--- src/tiny900_params.svh ---
`ifndef TINY900_PARAMS_SVH
`define TINY900_PARAMS_SVH

// RAM byte address width
`define TINY_AW 24

// Data word and register width
`define TINY_DW 16

// Register count and register index width
`define TINY_NREG 8
`define TINY_RSEL 3

// Dump port address and data width
`define TINY_DMPW 8

`endif

--- src/tiny900_isa_pkg.sv ---
package tiny900_isa_pkg;

    // Opcode sits in bits 15 to 12 of the instruction word
    typedef enum logic [3:0] {
        OP_NOP  = 4'h0,
        OP_LDI  = 4'h1,
        OP_LD   = 4'h2,
        OP_ADD  = 4'h3,
        OP_SUB  = 4'h4,
        OP_AND  = 4'h5,
        OP_OR   = 4'h6,
        OP_XOR  = 4'h7,
        OP_CP   = 4'h8,
        OP_LDM  = 4'h9,
        OP_STM  = 4'ha,
        OP_JP   = 4'hb,
        OP_JRZ  = 4'hc,
        OP_HALT = 4'hf
    } opcode_t;

    typedef enum logic [2:0] {
        ALU_PASS = 3'd0,
        ALU_ADD  = 3'd1,
        ALU_SUB  = 3'd2,
        ALU_AND  = 3'd3,
        ALU_OR   = 3'd4,
        ALU_XOR  = 3'd5
    } alu_op_t;

    // Bit positions in the flag word
    localparam int FLAG_Z = 0;
    localparam int FLAG_C = 1;
    localparam int FLAG_S = 2;

endpackage

--- src/tiny900_bus_pkg.sv ---
package tiny900_bus_pkg;

    // Byte write enables, bit 1 for the high byte
    typedef logic [1:0] ram_be_t;

    localparam ram_be_t BE_NONE = 2'b00;
    localparam ram_be_t BE_WORD = 2'b11;

    // Why the RAM is being accessed
    typedef enum logic [1:0] {
        IDLE    = 2'd0,
        FETCH   = 2'd1,
        DATA_RD = 2'd2,
        DATA_WR = 2'd3
    } ram_kind_t;

endpackage

--- src/tiny900_ctrl.sv ---
`timescale 1ns/1ps
`include "tiny900_params.svh"

module tiny900_ctrl(
    input                                   clk,
    input                                   rst,
    input                                   cen,

    input        [`TINY_DW-1:0]             instr,
    input                                   ram_rdy,
    input        [2:0]                      flags,

    output logic                            ram_ren,
    output logic                            ram_wen,
    output tiny900_bus_pkg::ram_kind_t      ram_kind,
    output logic                            addr_sel,

    output logic [`TINY_RSEL-1:0]           rd_a,
    output logic [`TINY_RSEL-1:0]           rd_b,
    output logic [`TINY_RSEL-1:0]           wr_sel,
    output logic                            wr_en,
    output logic                            wr_src_mem,

    output tiny900_isa_pkg::alu_op_t        alu_op,
    output logic                            flag_we,
    output logic                            use_imm,

    output logic                            pc_inc,
    output logic                            pc_load,
    output logic                            pc_rel,
    output logic [7:0]                      rel_off,
    output logic                            halted
);

typedef enum logic [2:0] {
    S_FETCH,
    S_DECODE,
    S_IMM,
    S_EXEC,
    S_MEM,
    S_WB,
    S_HALTED
} state_t;

state_t                     state;
logic                       sent;
logic [`TINY_DW-1:0]        ir;
tiny900_isa_pkg::opcode_t   op;
logic                       fetching, mem_rd, mem_wr;
logic                       alu_wr, alu_fl;

assign op       = tiny900_isa_pkg::opcode_t'(ir[15:12]);
assign fetching = state == S_FETCH || state == S_IMM;
assign mem_rd   = state == S_MEM && op == tiny900_isa_pkg::OP_LDM;
assign mem_wr   = state == S_MEM && op == tiny900_isa_pkg::OP_STM;

// One request per phase, the next only after ram_rdy
assign ram_ren  = !sent && (fetching || mem_rd);
assign ram_wen  = !sent && mem_wr;
assign addr_sel = state == S_MEM;

always_comb begin
    if (fetching)
        ram_kind = tiny900_bus_pkg::FETCH;
    else if (mem_rd)
        ram_kind = tiny900_bus_pkg::DATA_RD;
    else if (mem_wr)
        ram_kind = tiny900_bus_pkg::DATA_WR;
    else
        ram_kind = tiny900_bus_pkg::IDLE;
end

// LDM takes its address from the source field, STM from the destination field
assign rd_a   = op == tiny900_isa_pkg::OP_LDM ? ir[8:6] : ir[11:9];
assign rd_b   = ir[8:6];
assign wr_sel = ir[11:9];

always_comb begin
    alu_op = tiny900_isa_pkg::ALU_PASS;
    alu_wr = 1'b0;
    alu_fl = 1'b0;
    case (op)
        tiny900_isa_pkg::OP_LDI,
        tiny900_isa_pkg::OP_LD: alu_wr = 1'b1;
        tiny900_isa_pkg::OP_ADD: begin
            alu_op = tiny900_isa_pkg::ALU_ADD;
            alu_wr = 1'b1;
            alu_fl = 1'b1;
        end
        tiny900_isa_pkg::OP_SUB: begin
            alu_op = tiny900_isa_pkg::ALU_SUB;
            alu_wr = 1'b1;
            alu_fl = 1'b1;
        end
        tiny900_isa_pkg::OP_AND: begin
            alu_op = tiny900_isa_pkg::ALU_AND;
            alu_wr = 1'b1;
            alu_fl = 1'b1;
        end
        tiny900_isa_pkg::OP_OR: begin
            alu_op = tiny900_isa_pkg::ALU_OR;
            alu_wr = 1'b1;
            alu_fl = 1'b1;
        end
        tiny900_isa_pkg::OP_XOR: begin
            alu_op = tiny900_isa_pkg::ALU_XOR;
            alu_wr = 1'b1;
            alu_fl = 1'b1;
        end
        // Compare is a subtraction that only keeps the flags
        tiny900_isa_pkg::OP_CP: begin
            alu_op = tiny900_isa_pkg::ALU_SUB;
            alu_fl = 1'b1;
        end
        default: alu_wr = 1'b0;
    endcase
end

assign wr_en      = (state == S_EXEC && alu_wr) || state == S_WB;
assign wr_src_mem = state == S_WB;
assign flag_we    = state == S_EXEC && alu_fl;
assign use_imm    = op == tiny900_isa_pkg::OP_LDI;

// The immediate word stays on mem_data until the next access
assign pc_inc  = fetching && ram_rdy;
assign pc_load = state == S_EXEC && op == tiny900_isa_pkg::OP_JP;
assign pc_rel  = state == S_EXEC && op == tiny900_isa_pkg::OP_JRZ
                 && flags[tiny900_isa_pkg::FLAG_Z];
assign rel_off = ir[7:0];
assign halted  = state == S_HALTED;

always_ff @(posedge clk) begin
    if (rst) begin
        // Leave reset decoding a NOP so all strobes start low
        state <= S_DECODE;
        sent  <= 1'b0;
        ir    <= '0;
    end else if (cen) begin
        if (ram_rdy)
            sent <= 1'b0;
        else if (ram_ren || ram_wen)
            sent <= 1'b1;
        case (state)
            S_FETCH: begin
                if (ram_rdy) begin
                    ir    <= instr;
                    state <= S_DECODE;
                end
            end
            S_DECODE: begin
                case (op)
                    tiny900_isa_pkg::OP_NOP:  state <= S_FETCH;
                    tiny900_isa_pkg::OP_HALT: state <= S_HALTED;
                    tiny900_isa_pkg::OP_LDI,
                    tiny900_isa_pkg::OP_JP:   state <= S_IMM;
                    default:                  state <= S_EXEC;
                endcase
            end
            S_IMM: begin
                if (ram_rdy)
                    state <= S_EXEC;
            end
            S_EXEC: begin
                if (op == tiny900_isa_pkg::OP_LDM || op == tiny900_isa_pkg::OP_STM)
                    state <= S_MEM;
                else
                    state <= S_FETCH;
            end
            S_MEM: begin
                if (ram_rdy)
                    state <= mem_rd ? S_WB : S_FETCH;
            end
            S_WB:     state <= S_FETCH;
            S_HALTED: state <= S_HALTED;
            default:  state <= S_FETCH;
        endcase
    end
end

assert property (@(posedge clk) disable iff (rst) !(ram_ren && ram_wen))
    else $error("read and write requested together");

endmodule

--- src/tiny900_regs.sv ---
`timescale 1ns/1ps
`include "tiny900_params.svh"

module tiny900_regs(
    input                               clk,
    input                               rst,
    input                               cen,

    input        [`TINY_RSEL-1:0]       rd_a,
    input        [`TINY_RSEL-1:0]       rd_b,
    input        [`TINY_RSEL-1:0]       wr_sel,
    input                               wr_en,
    input                               wr_src_mem,
    input        [`TINY_DW-1:0]         wr_data,
    input        [`TINY_DW-1:0]         mem_data,
    input        [2:0]                  flags_in,

    output       [`TINY_DW-1:0]         reg_a,
    output       [`TINY_DW-1:0]         reg_b,
    // Register dump
    input        [`TINY_DMPW-1:0]       dmp_addr,
    output logic [`TINY_DMPW-1:0]       dmp_din
);

logic [`TINY_DW-1:0] rf [`TINY_NREG];
logic [`TINY_DW-1:0] dmp_word;

assign reg_a = rf[rd_a];
assign reg_b = rf[rd_b];

always_ff @(posedge clk) begin
    if (rst) begin
        for (int i = 0; i < `TINY_NREG; i++)
            rf[i] <= '0;
    end else if (cen && wr_en) begin
        rf[wr_sel] <= wr_src_mem ? mem_data : wr_data;
    end
end

// Byte 2n is the low half of register n, 2n+1 the high half
assign dmp_word = rf[dmp_addr[`TINY_RSEL:1]];

always_comb begin
    if (dmp_addr < 2 * `TINY_NREG)
        dmp_din = dmp_addr[0] ? dmp_word[15:8] : dmp_word[7:0];
    else if (dmp_addr == 2 * `TINY_NREG)
        dmp_din = {5'd0, flags_in};
    else
        dmp_din = '0;
end

endmodule

--- src/tiny900_alu.sv ---
`timescale 1ns/1ps
`include "tiny900_params.svh"

module tiny900_alu(
    input                               clk,
    input                               rst,
    input                               cen,

    input  tiny900_isa_pkg::alu_op_t    alu_op,
    input        [`TINY_DW-1:0]         op_a,
    input        [`TINY_DW-1:0]         op_b,
    input        [`TINY_DW-1:0]         imm,
    input                               use_imm,
    input                               flag_we,

    output       [`TINY_DW-1:0]         result,
    output logic [2:0]                  flags
);

logic [`TINY_DW-1:0] opnd;
// One extra bit keeps the carry or borrow
logic [`TINY_DW:0]   full;

assign opnd   = use_imm ? imm : op_b;
assign result = full[`TINY_DW-1:0];

always_comb begin
    case (alu_op)
        tiny900_isa_pkg::ALU_ADD: full = {1'b0, op_a} + {1'b0, opnd};
        tiny900_isa_pkg::ALU_SUB: full = {1'b0, op_a} - {1'b0, opnd};
        tiny900_isa_pkg::ALU_AND: full = {1'b0, op_a & opnd};
        tiny900_isa_pkg::ALU_OR:  full = {1'b0, op_a | opnd};
        tiny900_isa_pkg::ALU_XOR: full = {1'b0, op_a ^ opnd};
        default:                  full = {1'b0, opnd};
    endcase
end

always_ff @(posedge clk) begin
    if (rst) begin
        flags <= '0;
    end else if (cen && flag_we) begin
        flags[tiny900_isa_pkg::FLAG_Z] <= result == '0;
        flags[tiny900_isa_pkg::FLAG_C] <= full[`TINY_DW];
        flags[tiny900_isa_pkg::FLAG_S] <= result[`TINY_DW-1];
    end
end

// Loads and moves must never disturb the flags
assert property (@(posedge clk) disable iff (rst)
    flag_we |-> alu_op != tiny900_isa_pkg::ALU_PASS)
    else $error("flag write on a pass operation");

endmodule

--- src/tiny900_pc.sv ---
`timescale 1ns/1ps
`include "tiny900_params.svh"

module tiny900_pc(
    input                               clk,
    input                               rst,
    input                               cen,

    input                               pc_inc,
    input                               pc_load,
    input                               pc_rel,
    input        [`TINY_DW-1:0]         load_val,
    input        [7:0]                  rel_off,

    output logic [`TINY_AW-1:0]         pc
);

always_ff @(posedge clk) begin
    if (rst) begin
        pc <= '0;
    end else if (cen) begin
        // Absolute jump first, then the relative branch, then the step
        if (pc_load)
            pc <= {{(`TINY_AW - `TINY_DW){1'b0}}, load_val};
        else if (pc_rel)
            pc <= pc + {{(`TINY_AW - 9){rel_off[7]}}, rel_off, 1'b0};
        else if (pc_inc)
            pc <= pc + `TINY_AW'd2;
    end
end

assert property (@(posedge clk) disable iff (rst) !pc[0])
    else $error("odd program counter");

endmodule

--- src/tiny900_ramctl.sv ---
`timescale 1ns/1ps
`include "tiny900_params.svh"

module tiny900_ramctl(
    input                               clk,
    input                               rst,
    input                               cen,

    input                               ram_ren,
    input                               ram_wen,
    input  tiny900_bus_pkg::ram_kind_t  ram_kind,
    input                               addr_sel,
    input        [`TINY_AW-1:0]         pc,
    input        [`TINY_DW-1:0]         reg_addr,
    input        [`TINY_DW-1:0]         wr_word,

    // RAM interface
    output       [`TINY_AW-1:0]         ram_addr,
    input        [`TINY_DW-1:0]         ram_dout,
    output       [`TINY_DW-1:0]         ram_din,
    output tiny900_bus_pkg::ram_be_t    ram_we,

    output logic [`TINY_DW-1:0]         mem_data,
    output logic                        ram_rdy
);

logic                           ph_addr, ph_data;
logic [`TINY_AW-1:0]            addr_q;
logic [`TINY_DW-1:0]            din_q;
tiny900_bus_pkg::ram_kind_t     kind_q;

assign ram_addr = addr_q;
assign ram_din  = din_q;

always_ff @(posedge clk) begin
    if (cen && (ram_ren || ram_wen)) begin
        addr_q <= addr_sel ? {{(`TINY_AW - `TINY_DW){1'b0}}, reg_addr} : pc;
        din_q  <= wr_word;
        kind_q <= ram_kind;
    end
    // A write leaves the last word read in place
    if (cen && ph_data && kind_q != tiny900_bus_pkg::DATA_WR)
        mem_data <= ram_dout;
end

// Address cycle, then data cycle, then the done pulse
always_ff @(posedge clk) begin
    if (rst) begin
        ph_addr <= 1'b0;
        ph_data <= 1'b0;
        ram_rdy <= 1'b0;
        ram_we  <= tiny900_bus_pkg::BE_NONE;
    end else if (cen) begin
        ph_addr <= ram_ren || ram_wen;
        ph_data <= ph_addr;
        ram_rdy <= ph_data;
        ram_we  <= ram_wen ? tiny900_bus_pkg::BE_WORD : tiny900_bus_pkg::BE_NONE;
    end
end

assert property (@(posedge clk) disable iff (rst)
    cen && (ram_ren || ram_wen) |-> !(ph_addr || ph_data))
    else $error("RAM request while another is pending");

endmodule

--- src/tiny900.sv ---
`timescale 1ns/1ps
`include "tiny900_params.svh"

module tiny900(
    input                               clk,
    input                               rst,
    input                               cen,

    output     [`TINY_AW-1:0]           ram_addr,
    input      [`TINY_DW-1:0]           ram_dout,
    output     [`TINY_DW-1:0]           ram_din,
    output tiny900_bus_pkg::ram_be_t    ram_we,
    // Register dump
    input      [`TINY_DMPW-1:0]         dmp_addr,
    output     [`TINY_DMPW-1:0]         dmp_din,
    output                              halted
);

// Memory controller
wire                            ram_ren, ram_wen, ram_rdy, addr_sel;
tiny900_bus_pkg::ram_kind_t     ram_kind;
wire [`TINY_DW-1:0]             mem_data;

// Register bank
wire [`TINY_RSEL-1:0]           rd_a, rd_b, wr_sel;
wire                            wr_en, wr_src_mem;
wire [`TINY_DW-1:0]             reg_a, reg_b;

// ALU control
tiny900_isa_pkg::alu_op_t       alu_op;
wire                            flag_we, use_imm;
wire [`TINY_DW-1:0]             result;
wire [2:0]                      flags;

// PC control
wire [`TINY_AW-1:0]             pc;
wire                            pc_inc, pc_load, pc_rel;
wire [7:0]                      rel_off;

tiny900_ctrl u_ctrl(
    .clk            ( clk               ),
    .rst            ( rst               ),
    .cen            ( cen               ),
    .instr          ( mem_data          ),
    .ram_rdy        ( ram_rdy           ),
    .flags          ( flags             ),
    .ram_ren        ( ram_ren           ),
    .ram_wen        ( ram_wen           ),
    .ram_kind       ( ram_kind          ),
    .addr_sel       ( addr_sel          ),
    .rd_a           ( rd_a              ),
    .rd_b           ( rd_b              ),
    .wr_sel         ( wr_sel            ),
    .wr_en          ( wr_en             ),
    .wr_src_mem     ( wr_src_mem        ),
    .alu_op         ( alu_op            ),
    .flag_we        ( flag_we           ),
    .use_imm        ( use_imm           ),
    .pc_inc         ( pc_inc            ),
    .pc_load        ( pc_load           ),
    .pc_rel         ( pc_rel            ),
    .rel_off        ( rel_off           ),
    .halted         ( halted            )
);

tiny900_regs u_regs(
    .clk            ( clk               ),
    .rst            ( rst               ),
    .cen            ( cen               ),
    .rd_a           ( rd_a              ),
    .rd_b           ( rd_b              ),
    .wr_sel         ( wr_sel            ),
    .wr_en          ( wr_en             ),
    .wr_src_mem     ( wr_src_mem        ),
    .wr_data        ( result            ),
    .mem_data       ( mem_data          ),
    .flags_in       ( flags             ),
    .reg_a          ( reg_a             ),
    .reg_b          ( reg_b             ),
    .dmp_addr       ( dmp_addr          ),
    .dmp_din        ( dmp_din           )
);

// Immediates come straight from the last word read
tiny900_alu u_alu(
    .clk            ( clk               ),
    .rst            ( rst               ),
    .cen            ( cen               ),
    .alu_op         ( alu_op            ),
    .op_a           ( reg_a             ),
    .op_b           ( reg_b             ),
    .imm            ( mem_data          ),
    .use_imm        ( use_imm           ),
    .flag_we        ( flag_we           ),
    .result         ( result            ),
    .flags          ( flags             )
);

tiny900_pc u_pc(
    .clk            ( clk               ),
    .rst            ( rst               ),
    .cen            ( cen               ),
    .pc_inc         ( pc_inc            ),
    .pc_load        ( pc_load           ),
    .pc_rel         ( pc_rel            ),
    .load_val       ( mem_data          ),
    .rel_off        ( rel_off           ),
    .pc             ( pc                )
);

tiny900_ramctl u_ramctl(
    .clk            ( clk               ),
    .rst            ( rst               ),
    .cen            ( cen               ),
    .ram_ren        ( ram_ren           ),
    .ram_wen        ( ram_wen           ),
    .ram_kind       ( ram_kind          ),
    .addr_sel       ( addr_sel          ),
    .pc             ( pc                ),
    .reg_addr       ( reg_a             ),
    .wr_word        ( reg_b             ),
    .ram_addr       ( ram_addr          ),
    .ram_dout       ( ram_dout          ),
    .ram_din        ( ram_din           ),
    .ram_we         ( ram_we            ),
    .mem_data       ( mem_data          ),
    .ram_rdy        ( ram_rdy           )
);

endmodule

--- config.mk ---
export PLATFORM = sky130hd
export DESIGN_NAME = tiny900
export DESIGN_NICKNAME = d
export VERILOG_FILES = /design/src/tiny900_isa_pkg.sv /design/src/tiny900_bus_pkg.sv /design/src/tiny900_ctrl.sv /design/src/tiny900_regs.sv /design/src/tiny900_alu.sv /design/src/tiny900_pc.sv /design/src/tiny900_ramctl.sv /design/src/tiny900.sv
export VERILOG_INCLUDE_DIRS = /design/src
export SDC_FILE = /design/constraint.sdc
export NUM_CORES = 1
export LEC_CHECK = 0
export BUFFER_PORTS_ARGS = -buffer_cell sky130_fd_sc_hd__buf_2
export CAP_MARGIN = 20
export CORE_ASPECT_RATIO = 0.7
export CORE_MARGIN = 2
export CORE_UTILIZATION = 25
export DETAILED_ROUTE_END_ITERATION = 10
export PLACE_DENSITY_LB_ADDON = 0.08
export SYNTH_ARGS = -nofsm -noshare
export SYNTH_HDL_FRONTEND = slang
export SYNTH_HIERARCHICAL = 1
export SYNTH_SLANG_ARGS = --single-unit
--- constraint.sdc ---
create_clock -name clk -period 4.9 [get_ports clk]
set_clock_uncertainty 0.05 [all_clocks]
set_input_delay 0.735 -clock clk [delete_from_list [all_inputs] [get_ports clk]]
set_output_delay 0.735 -clock clk [all_outputs]
set_load 0.1 [all_outputs]
# [After elaboration in Yosys (flattened, before gate mapping)]
# Memories as Yosys holds them, arrays and structs flattened. A register that Yosys moved wholly into a read port is not among the register bits.
# Cells that the tools add are included.
[totals] register_bits=110 latch_bits=0 ram_bits=128 mem_bits_ro=0 elab_cells=123 n_memories=1
[op_classes] add_sub_neg=4 n_mul=0 n_div=0 order_cmp=1 n_eq_ne=29 shift=0 muxes=36 bitwise_logic=3 reduce_logical=35
[mem_list] name="u_regs.rf" depth=8 width=16 rd=3 rd_ports_with_merged_regs=1 write_ports=8 line_no="tiny900_regs.sv:25" source="logic [`TINY_DW-1:0] rf [`TINY_NREG];"
[ops] op="$pmux W17 S5" count=1
[ops] op="$mux W24" count=3
[ops] op="$mux W16" count=4
[ops] op="$mux W3" count=10
[ops] op="$add A24 B2 Y24 const B" count=1
[ops] op="$add A24 B24 Y24" count=1
[ops] op="$eq A4 B4 Y1 const B" count=6
[ops] op="$pmux W3 S6" count=1
[ops] op="$add A16 B16 Y17" count=1
[ops] op="$sub A16 B16 Y17" count=1
[ops] op="$and A16 B16 Y16" count=1
[ops] op="$eq A4 B3 Y1 const B" count=4
[ops] op="$logic_not A16 Y1" count=1
[ops] op="$mux W8" count=2
[ops] op="$or A16 B16 Y16" count=1
[ops] op="$reduce_or A16 Y1" count=1
[ops] op="$xor A16 B16 Y16" count=1
[ops] op="$eq A3 B3 Y1 const B" count=5
[ops] op="$logic_and A1 B1 Y1" count=15
[ops] op="$pmux W3 S5" count=1
[ops] op="$eq A3 B2 Y1 const B" count=4
[ops] op="$mux W1" count=10
[ops] op="$pmux W3 S3" count=1
[ops] op="$eq A4 B2 Y1 const B" count=2
[ops] op="19 further kinds" count=30

# [Depth between registers and ports, before layout]
# Gate-level depths: netlist of the first run.
[logic_depth] depth_word=11 ltp_mapped=23 mapped_depth_nobuf=18

# [Modules after synthesis]
# Netlist of the first run, hierarchy kept.
[by_module_without_submodules] mod="tiny900_regs" n_inst=1 cells_per_inst=505 area_per_inst_um2=7659.8 seq_area_each_um2=3843.7
[by_module_without_submodules] mod="tiny900_alu" n_inst=1 cells_per_inst=417 area_per_inst_um2=3037.9 seq_area_each_um2=60.1
[by_module_without_submodules] mod="tiny900_pc" n_inst=1 cells_per_inst=323 area_per_inst_um2=2287.2 seq_area_each_um2=480.5
[by_module_without_submodules] mod="tiny900_ramctl" n_inst=1 cells_per_inst=103 area_per_inst_um2=2220.9 seq_area_each_um2=1821.7
[by_module_without_submodules] mod="tiny900_ctrl" n_inst=1 cells_per_inst=165 area_per_inst_um2=1313.8 seq_area_each_um2=400.4

# [Worst setup path after synthesis of the first run]
# No wires, ideal clock.
[synth_timing] path_kind="reg-to-reg" startpoint="register u_ctrl.ir[6]" endpoint="memory u_regs/rf[0][15] (netlist name), data pin" setup_time_ps=272 t_arrival_ps=4523 t_required_ps=4578 setup_slack_ps=55 path_stages_with_launch=23 path_buffers=4 period_less_slack_ps=4845 path_cell_list="dfxtp_1 -> buf_4 -> buf_2 -> buf_6 -> mux4_2 -> mux2_2 -> mux2i_4 -> o2111ai_1 -> nor2_1 -> nand2_1 -> nor3_1 -> a21oi_1 -> xnor2_1 -> ha_1 -> o21ai_0 -> a21oi_1 -> nand3_1 -> o31ai_1 -> mux2i_1 -> nand2_1 -> buf_4 -> mux2i_1 -> nor2_1"
[synth_rtl] item="start, declared" line_no="tiny900_ctrl.sv:47" source="logic [`TINY_DW-1:0] ir;"
[synth_rtl] item="start signal, assigned" line_no="tiny900_ctrl.sv:146" source="ir <= instr;"
[synth_rtl] item="end, declared" line_no="tiny900_regs.sv:25"

==> flow_summary_export.csv, run 1 <==
group,metric,value,unit
outcome,outcome,"finished, final reports clean",
floorplanning,die_width,311,um
timing,final-setup-viol-count,0,
pwr,combPwrFrac,15.0,%
critical_path,startpoint,"u_ctrl/ir[6]$_SDFFE_PP0P_",
timing,min_period,4800,ps
yosys,synth_top_family_by_area,"multiplexers",
yosys,synth_compound_area_share,11.5,%
route,ant_nets,0,
pwr,p_clk_share,42.1,%
pwr,power_leakage,7.17,nW
critical_path,reg2reg_slack,100,ps
pwr,p_int,0.00380,W
clock_tree,cts_tree,"yes",
clock_tree,clkTransAtPathRegs,60,ps
placement,place_area,0.0186,mm^2
finish,fin_area,0.0197,mm^2
yosys,syn_area,0.0165,mm^2
yosys,avgSynthCellArea,10.9,um^2
critical_path,endpoint,"u_regs/rf[1][12]$_SDFFCE_PN0P_",
critical_path,r2r_start,"u_ctrl/ir[6]$_SDFFE_PP0P_",
clock_tree,cts_sinks,237,
job,maxCapViolCount,0,
clock_tree,htreeDepth,1,
clock_tree,cts_hold_buf,0,
yosys,synth.area.top_cells,"edfxtp_1 (34%), mux4_2 (13%), dfxtp_1 (6.2%)",
timing,fin_crit_sh,98.0,%
clock_tree,cts_inserted_buffers,29,
timing,fin_tns_setup,0,ps
critical_path,path_class,"reg2reg",
clock_tree,clk-insertion-delay-late,610,ps
yosys,syn_nets,1601,
route,via_per_inst,5.08,
critical_path,critPathMaxFanout,8,
yosys,ys_types,101,
finish,fillers,6754,
clock_tree,clockRootBuffer,"clkbuf_16",
timing,tightest_slew,969,ps
pwr,max-vdd-ir-drop,0.258,mV
yosys,seq_area_frac_synth,40.0,%
critical_path,r2r-end,"u_regs/rf[1][12]$_SDFFCE_PN0P_",
placement,place.gp.congestion,0.866,
critical_path,cp-start-kind,"flip-flop",
timing,hold_viol,0,
critical_path,ff2ff_path_depth,20,
route,wl_per_cell,25.7,um
pwr,power.switching,0.00156,W
critical_path,required,5190,ps
critical_path,arrival,5090,ps
pwr,power-per-cell-area,271,mW/mm^2
critical_path,critPathCaptureType,"flip-flop",
pwr,switching_share,29.1,%
yosys,synth-seq-cells,237,
yosys,synth.mux.area_fraction,20.5,%
yosys,synthXorXnorAreaFrac,1.43,%
floorplanning,core_area,0.0651,mm^2
route,drcViolationCount,0,
yosys,ys.warnings.count,6,
grt,first_global_vias,12800,
grt,grt-ovfl-total,0,
yosys,yosys.area_share.simple,15.7,%
clock_tree,clock_path_buffers,3,
yosys,yosysTopAreaCell,"edfxtp_1",
placement,hpwl,48000,um
yosys,synthesis.instances,1513,
yosys,synth_top_area_share,33.8,%
grt,grt_usage,19.0,%
floorplanning,dieHeight,219,um
route,drt-total-wl,65700,um
floorplanning,ios,78,
floorplanning,die_area,0.0682,mm^2
grt,grt_max_degree,48,
pwr,sequentialPowerShare,42.9,%
placement,port-buffer-count,77,
timing,max_freq,0.208,GHz
timing,finalMaxSlewViolations,0,
timing,rsz0062_at_grt,"true",
yosys,synth_edf_count,186,
grt,grt_pass1_wl,93700,um
yosys,synth_async_sr_flop_share,0,%
route,vias,13000,
floorplanning,row_count,78,
yosys,synth-adder-area-share,4.71,%
finish,area.growth.synth_to_final,19.5,%
timing,slew_headroom,33.6,%
finish,final_common_cell,"nor2_1",
route,dr.first_iter.drc_count,1070,
yosys,ys.flop_type,"edfxtp_1",
floorplanning,start_util,25.4,%
finish,final_cell_mix,"nor2_1 (201), edfxtp_1 (186), buf_4 (160)",
finish,drive_above_1_share,30.4,%
route,drt_pass1_iterations,5,
min_path,hold_path.class,"in2reg",
grt,antenna_found_initial,0,
finish,layout.nets,1747,
[metal layers]
metal	part of all wire, %	GRT usage, %	wire length (um)
met1	53	30.3	34900
met2	40	26.5	26300
met3	5.5	3.24	3600
met4	1.4	3.08	946
met5	0	0	0
[stage by stage]
| stage | hold slack [ps] | power (W) | utilization (%) | setup slack (ps) | cells |
|---|---|---|---|---|---|
| after floorplan | 384 | 0.00285 | - | 55.0 | 1513 |
| after global routing | 234 | 0.00556 | 30.3 | -114 | 2562 |
| final | 263 | 0.00536 | 30.3 | 97.0 | 2563 |
| after CTS | 219 | 0.00542 | 30.1 | 14.0 | 2559 |
| after detailed placement | 401 | 0.00313 | 28.5 | -306 | 2501 |
| after global placement | 389 | 0.00313 | 28.5 | -279 | 2501 |
[synthesized netlist by cell type (6+ instances only)]
library cell and count:
mux2_2 42, o21a_1 9, o211ai_1 8, nor2b_1 19, nor2_1 206, nand4_1 10
xor2_1 6, a21oi_1 66, buf_2 27, mux2i_1 56, ha_1 59, and2_1 10
o21ai_1 22, mux4_2 93, nor3_1 28, buf_4 38, or3_1 12, a311oi_1 6
a31oi_1 16, xnor2_1 21, a211oi_1 16, buf_1 10, dfxtp_1 51, nand2_1 80
edfxtp_1 186, and3_1 7, clkbuf_1 40, nand2b_1 18, o21bai_1 7, nor4_1 11
o21ai_0 44, o22ai_1 14, nand3_1 44, o2111ai_1 7, a22o_1 17, inv_1 49
buf_6 18, nand3b_1 8, mux2_4 12, or4_1 10
[power groups by stage]
stage / Clock [W] / Combinational [W] / Sequential, W
floorplan: 0 / 0.000371 / 0.00247
global placement: 0 / 0.000788 / 0.00234
detailed placement: 0 / 0.000787 / 0.00234
CTS: 0.00233 / 0.000794 / 0.00230
global route: 0.00240 / 0.000850 / 0.00231
finish: 0.00226 / 0.000803 / 0.00230
[worst min-delay path by stage]
stage                                  startpoint                              end  slack, ps  cells after the start
after CTS                             ram_dout[4]   u_ramctl/mem_data[4]$_DFFE_PP_        220                      1
after global routing                 ram_dout[14]  u_ramctl/mem_data[14]$_DFFE_PP_        230                      1
after detailed placement  u_pc/pc[0]$_SDFFE_PP0P_          u_pc/pc[0]$_SDFFE_PP0P_        400                      2
final                                 ram_dout[4]   u_ramctl/mem_data[4]$_DFFE_PP_        260                      1
after global placement    u_pc/pc[0]$_SDFFE_PP0P_          u_pc/pc[0]$_SDFFE_PP0P_        390                      2
after floorplan           u_pc/pc[0]$_SDFFE_PP0P_          u_pc/pc[0]$_SDFFE_PP0P_        380                      2
[timing repair]
action | CTS | global route
pin swaps | 3 | 10
buffers inserted | 4 | 3
gates resized for setup | 11 | 26
endpoints found under the setup margin | 59 | 56
[cells by family after synthesis]
kind of cell,after synthesis
AND/OR/NAND/NOR,510
AO/OA/AOI/OAI,282
flip-flops,237
multiplexers,207
buffers and inverters,189
adder cells (fa/ha/maj),61
XOR/XNOR,27
[registers in the layout, summed over array words and instances (netlist names)]
| name | cells |
|---|---|
| u_regs/rf | 128 |
| u_ctrl/state | 3 |
| u_ctrl/sent | 1 |
| u_pc/pc | 24 |
| u_ramctl/ram_din | 16 |
| u_ramctl/ram_addr | 24 |
| u_ramctl/ram_we | 1 |
| u_ramctl/kind_q | 2 |
| u_alu/flags | 3 |
| u_ramctl/ph_data | 1 |
| u_ramctl/ph_addr | 1 |
| u_ramctl/ram_rdy | 1 |
| u_ctrl/ir | 16 |
| u_ramctl/mem_data | 16 |
[critical path, stage by stage (launching register included)]
cell	delay (ps)
dfxtp_4	400
buf_12	140
mux4_2	520
mux2_2	320
mux2i_1	150
buf_4	150
ha_1	250
a21oi_1	120
xnor2_1	140
ha_1	300
and2_1	170
a311o_1	390
o211ai_1	270
a21oi_1	130
xor2_1	160
buf_4	140
a21oi_2	150
nor2_1	100
mux2i_2	250
buf_6	180
nor2_1	40
[area by class of cell]
type | instances | area, um^2 | area share (%)
diodes | 1 | 2.50 | 0.0127
clock buffers | 37 | 786 | 3.98
clock inverters | 17 | 180 | 0.912
inverters | 53 | 199 | 1.01
multi-input cells | 1087 | 9030 | 45.8
flip-flops and latches | 237 | 6610 | 33.5
well taps | 880 | 1100 | 5.58
repair buffers | 251 | 1830 | 9.28
No activity file was read; power rests on OpenSTA's default activity.
==> run 2, diff against run 1 <==
--- a/config.mk
+++ b/config.mk
@@ -6,12 +6,12 @@
 export SDC_FILE = /design/constraint.sdc
 export NUM_CORES = 1
 export LEC_CHECK = 0
-export BUFFER_PORTS_ARGS = -buffer_cell sky130_fd_sc_hd__buf_2
 export CAP_MARGIN = 20
 export CORE_ASPECT_RATIO = 0.7
 export CORE_MARGIN = 2
 export CORE_UTILIZATION = 25
 export DETAILED_ROUTE_END_ITERATION = 10
+export DONT_BUFFER_PORTS = 1
 export PLACE_DENSITY_LB_ADDON = 0.08
 export SYNTH_ARGS = -nofsm -noshare
 export SYNTH_HDL_FRONTEND = slang
==> flow_summary_export.csv, run 2 (synthesis gave the netlist of run 1 again) <==
group,metric,value,unit
grt,grt_max_degree,66,
timing,fin_ws,28.3,ps
clock_tree,clk-insertion-delay-late,600,ps
timing,hold_viol,0,
pwr,power-per-cell-area,268,mW/mm^2
clock_tree,clkTransAtPathRegs,60,ps
pwr,p_clk_share,41.8,%
finish,layout.nets,1678,
pwr,combPwrFrac,11.4,%
clock_tree,htreeDepth,1,
placement,hpwl,48700,um
route,via_per_inst,5.23,
pwr,power.switching,0.00153,W
finish,top_register,"u_regs/rf",
min_path,hold_path.class,"in2reg",
placement,place.gp.congestion,0.854,
route,drt-total-wl,67600,um
critical_path,arrival,5350,ps
route,ant_nets,0,
grt,first_global_vias,12600,
pwr,max-vdd-ir-drop,0.248,mV
finish,drive_above_1_share,30.3,%
clock_tree,clockRootBuffer,"clkbuf_16",
floorplanning,start_util,25.4,%
pwr,power_leakage,6.92,nW
floorplanning,die_area,0.0682,mm^2
route,drt_pass1_iterations,5,
floorplanning,ios,78,
route,route.met3.wl,4700,um
timing,fin_tns_setup,0,ps
timing,min_period,4870,ps
route,dr.first_iter.drc_count,1181,
finish,final_common_cell,"nor2_1",
route,wl_met1,35600,um
finish,final_cell_mix,"nor2_1 (192), edfxtp_1 (186), buf_4 (169)",
placement,port-buffer-count,0,
job,maxCapViolCount,0,
grt,antenna_found_initial,3,
timing,finalMaxSlewViolations,0,
route,wl_met2,26000,um
floorplanning,row_count,78,
route,top_layer_used,"met5",
route,vias,13000,
critical_path,critPathCaptureType,"flip-flop",
outcome,outcome,"finished, final reports clean",
timing,fin_crit_sh,99.4,%
floorplanning,die_width,311,um
placement,dp_slack,-414,ps
placement,place_area,0.0181,mm^2
finish,largest_reg_flops,128,
clock_tree,clock_path_buffers,3,
route,drcViolationCount,0,
critical_path,critPathMaxFanout,7,
critical_path,required,5380,ps
critical_path,cp-start-kind,"flip-flop",
route,wl_per_cell,27.1,um
pwr,switching_share,29.0,%
floorplanning,dieHeight,219,um
timing,final-setup-viol-count,0,
finish,fin_area,0.0197,mm^2
clock_tree,cts_tree,"yes",
timing,max_freq,0.205,GHz
clock_tree,cts_inserted_buffers,29,
pwr,p_int,0.00375,W
timing,tightest_slew,1070,ps
floorplanning,core_area,0.0651,mm^2
finish,num_antenna_cells,0,
clock_tree,cts_sinks,237,
grt,grt_pass1_wl,95600,um
grt,grt_usage,19.4,%
pwr,sequentialPowerShare,46.8,%
finish,area.growth.synth_to_final,19.3,%
timing,rsz0062_at_grt,"true",
clock_tree,cts_hold_buf,0,
critical_path,path_class,"reg2reg",
grt,grt-ovfl-total,0,
timing,slew_headroom,28.9,%
[run 2: cell types whose count changed in the layout (fill, tap and decap cells not counted), moves of 4 or more]
cell and change:
buf_2 -77, nor2_2 +10, buf_4 +9, nor2_1 -9, a21oi_1 -6, a21oi_2 +6, o22ai_1 -5, o22ai_2 +5
nand2b_1 -4
[run 2: worst max-delay path, stage by stage, from the launching register on]
cell and delay, ps:
dfxtp_4 480, buf_6 150, mux4_2 500, mux2_4 320, mux2i_4 250, o2111ai_4 210, nor2_2 140, buf_4 130
nand2_4 60, nor3_2 170, buf_4 150, nor2_2 50, xnor2_2 150, ha_4 180, or4_4 470, o211ai_1 260
o31ai_4 130, mux2i_1 150, buf_4 140, buf_4 120, buf_4 130, a21oi_1 240, a21oi_1 70, nor2_1 90
[run 2: timing repair]
item,CTS,global route
hold endpoints to repair,0,0
setup endpoints to repair,43,75
pin swaps,3,33
resized for setup,12,76
buffers inserted,8,18
gates cloned,0,1
[run 2: cell type report]
class	instances	area, um^2
Inverter	53	199
Sequential cell	237	6610
Tap cell	880	1100
Multi-Input combinational cell	1087	9340
Fill cell	6700	45400
Timing Repair Buffer	182	1510
Clock inverter	15	146
Clock buffer	39	803
[run 2: metal layers]
metal,vias to the layer above,GRT usage [%]
li1,5886,-
met1,6643,31.5
met2,433,25.7
met3,69,3.89
met4,4,3.83
met5,-,0
[run 2: final timing paths]
kind,slack (ps),end,from,depth (start not counted)
max,30,u_alu/flags[2]$_SDFFE_PP0P_,u_ctrl/ir[6]$_SDFFE_PP0P_,23
max reg2reg,30,u_alu/flags[2]$_SDFFE_PP0P_,u_ctrl/ir[6]$_SDFFE_PP0P_,23
min,150,u_ramctl/ram_we[0]$_SDFFE_PP0P_,rst,1
min reg2reg,400,u_pc/pc[0]$_SDFFE_PP0P_,u_pc/pc[0]$_SDFFE_PP0P_,2
[run 2: power by group through the flow]
stage	Combinational [W]	Clock, W	Sequential [W]
CTS	0.000556	0.00228	0.00247
detailed placement	0.000546	0	0.00252
finish	0.000600	0.00221	0.00247
floorplan	0.000371	0	0.00247
global placement	0.000550	0	0.00252
global route	0.000642	0.00235	0.00248
[run 2: per-stage QoR]
stage / instances / hold slack [ps] / utilization [%] / total power, W
2_1_floorplan: 1513 / 384 / - / 0.00285
6_report: 2493 / 151 / 30.3 / 0.00528
5_1_grt: 2493 / 130 / 30.3 / 0.00547
3_3_place_gp: 2412 / 385 / 27.9 / 0.00307
3_5_place_dp: 2413 / 392 / 27.9 / 0.00306
4_1_cts: 2475 / 124 / 29.5 / 0.00530
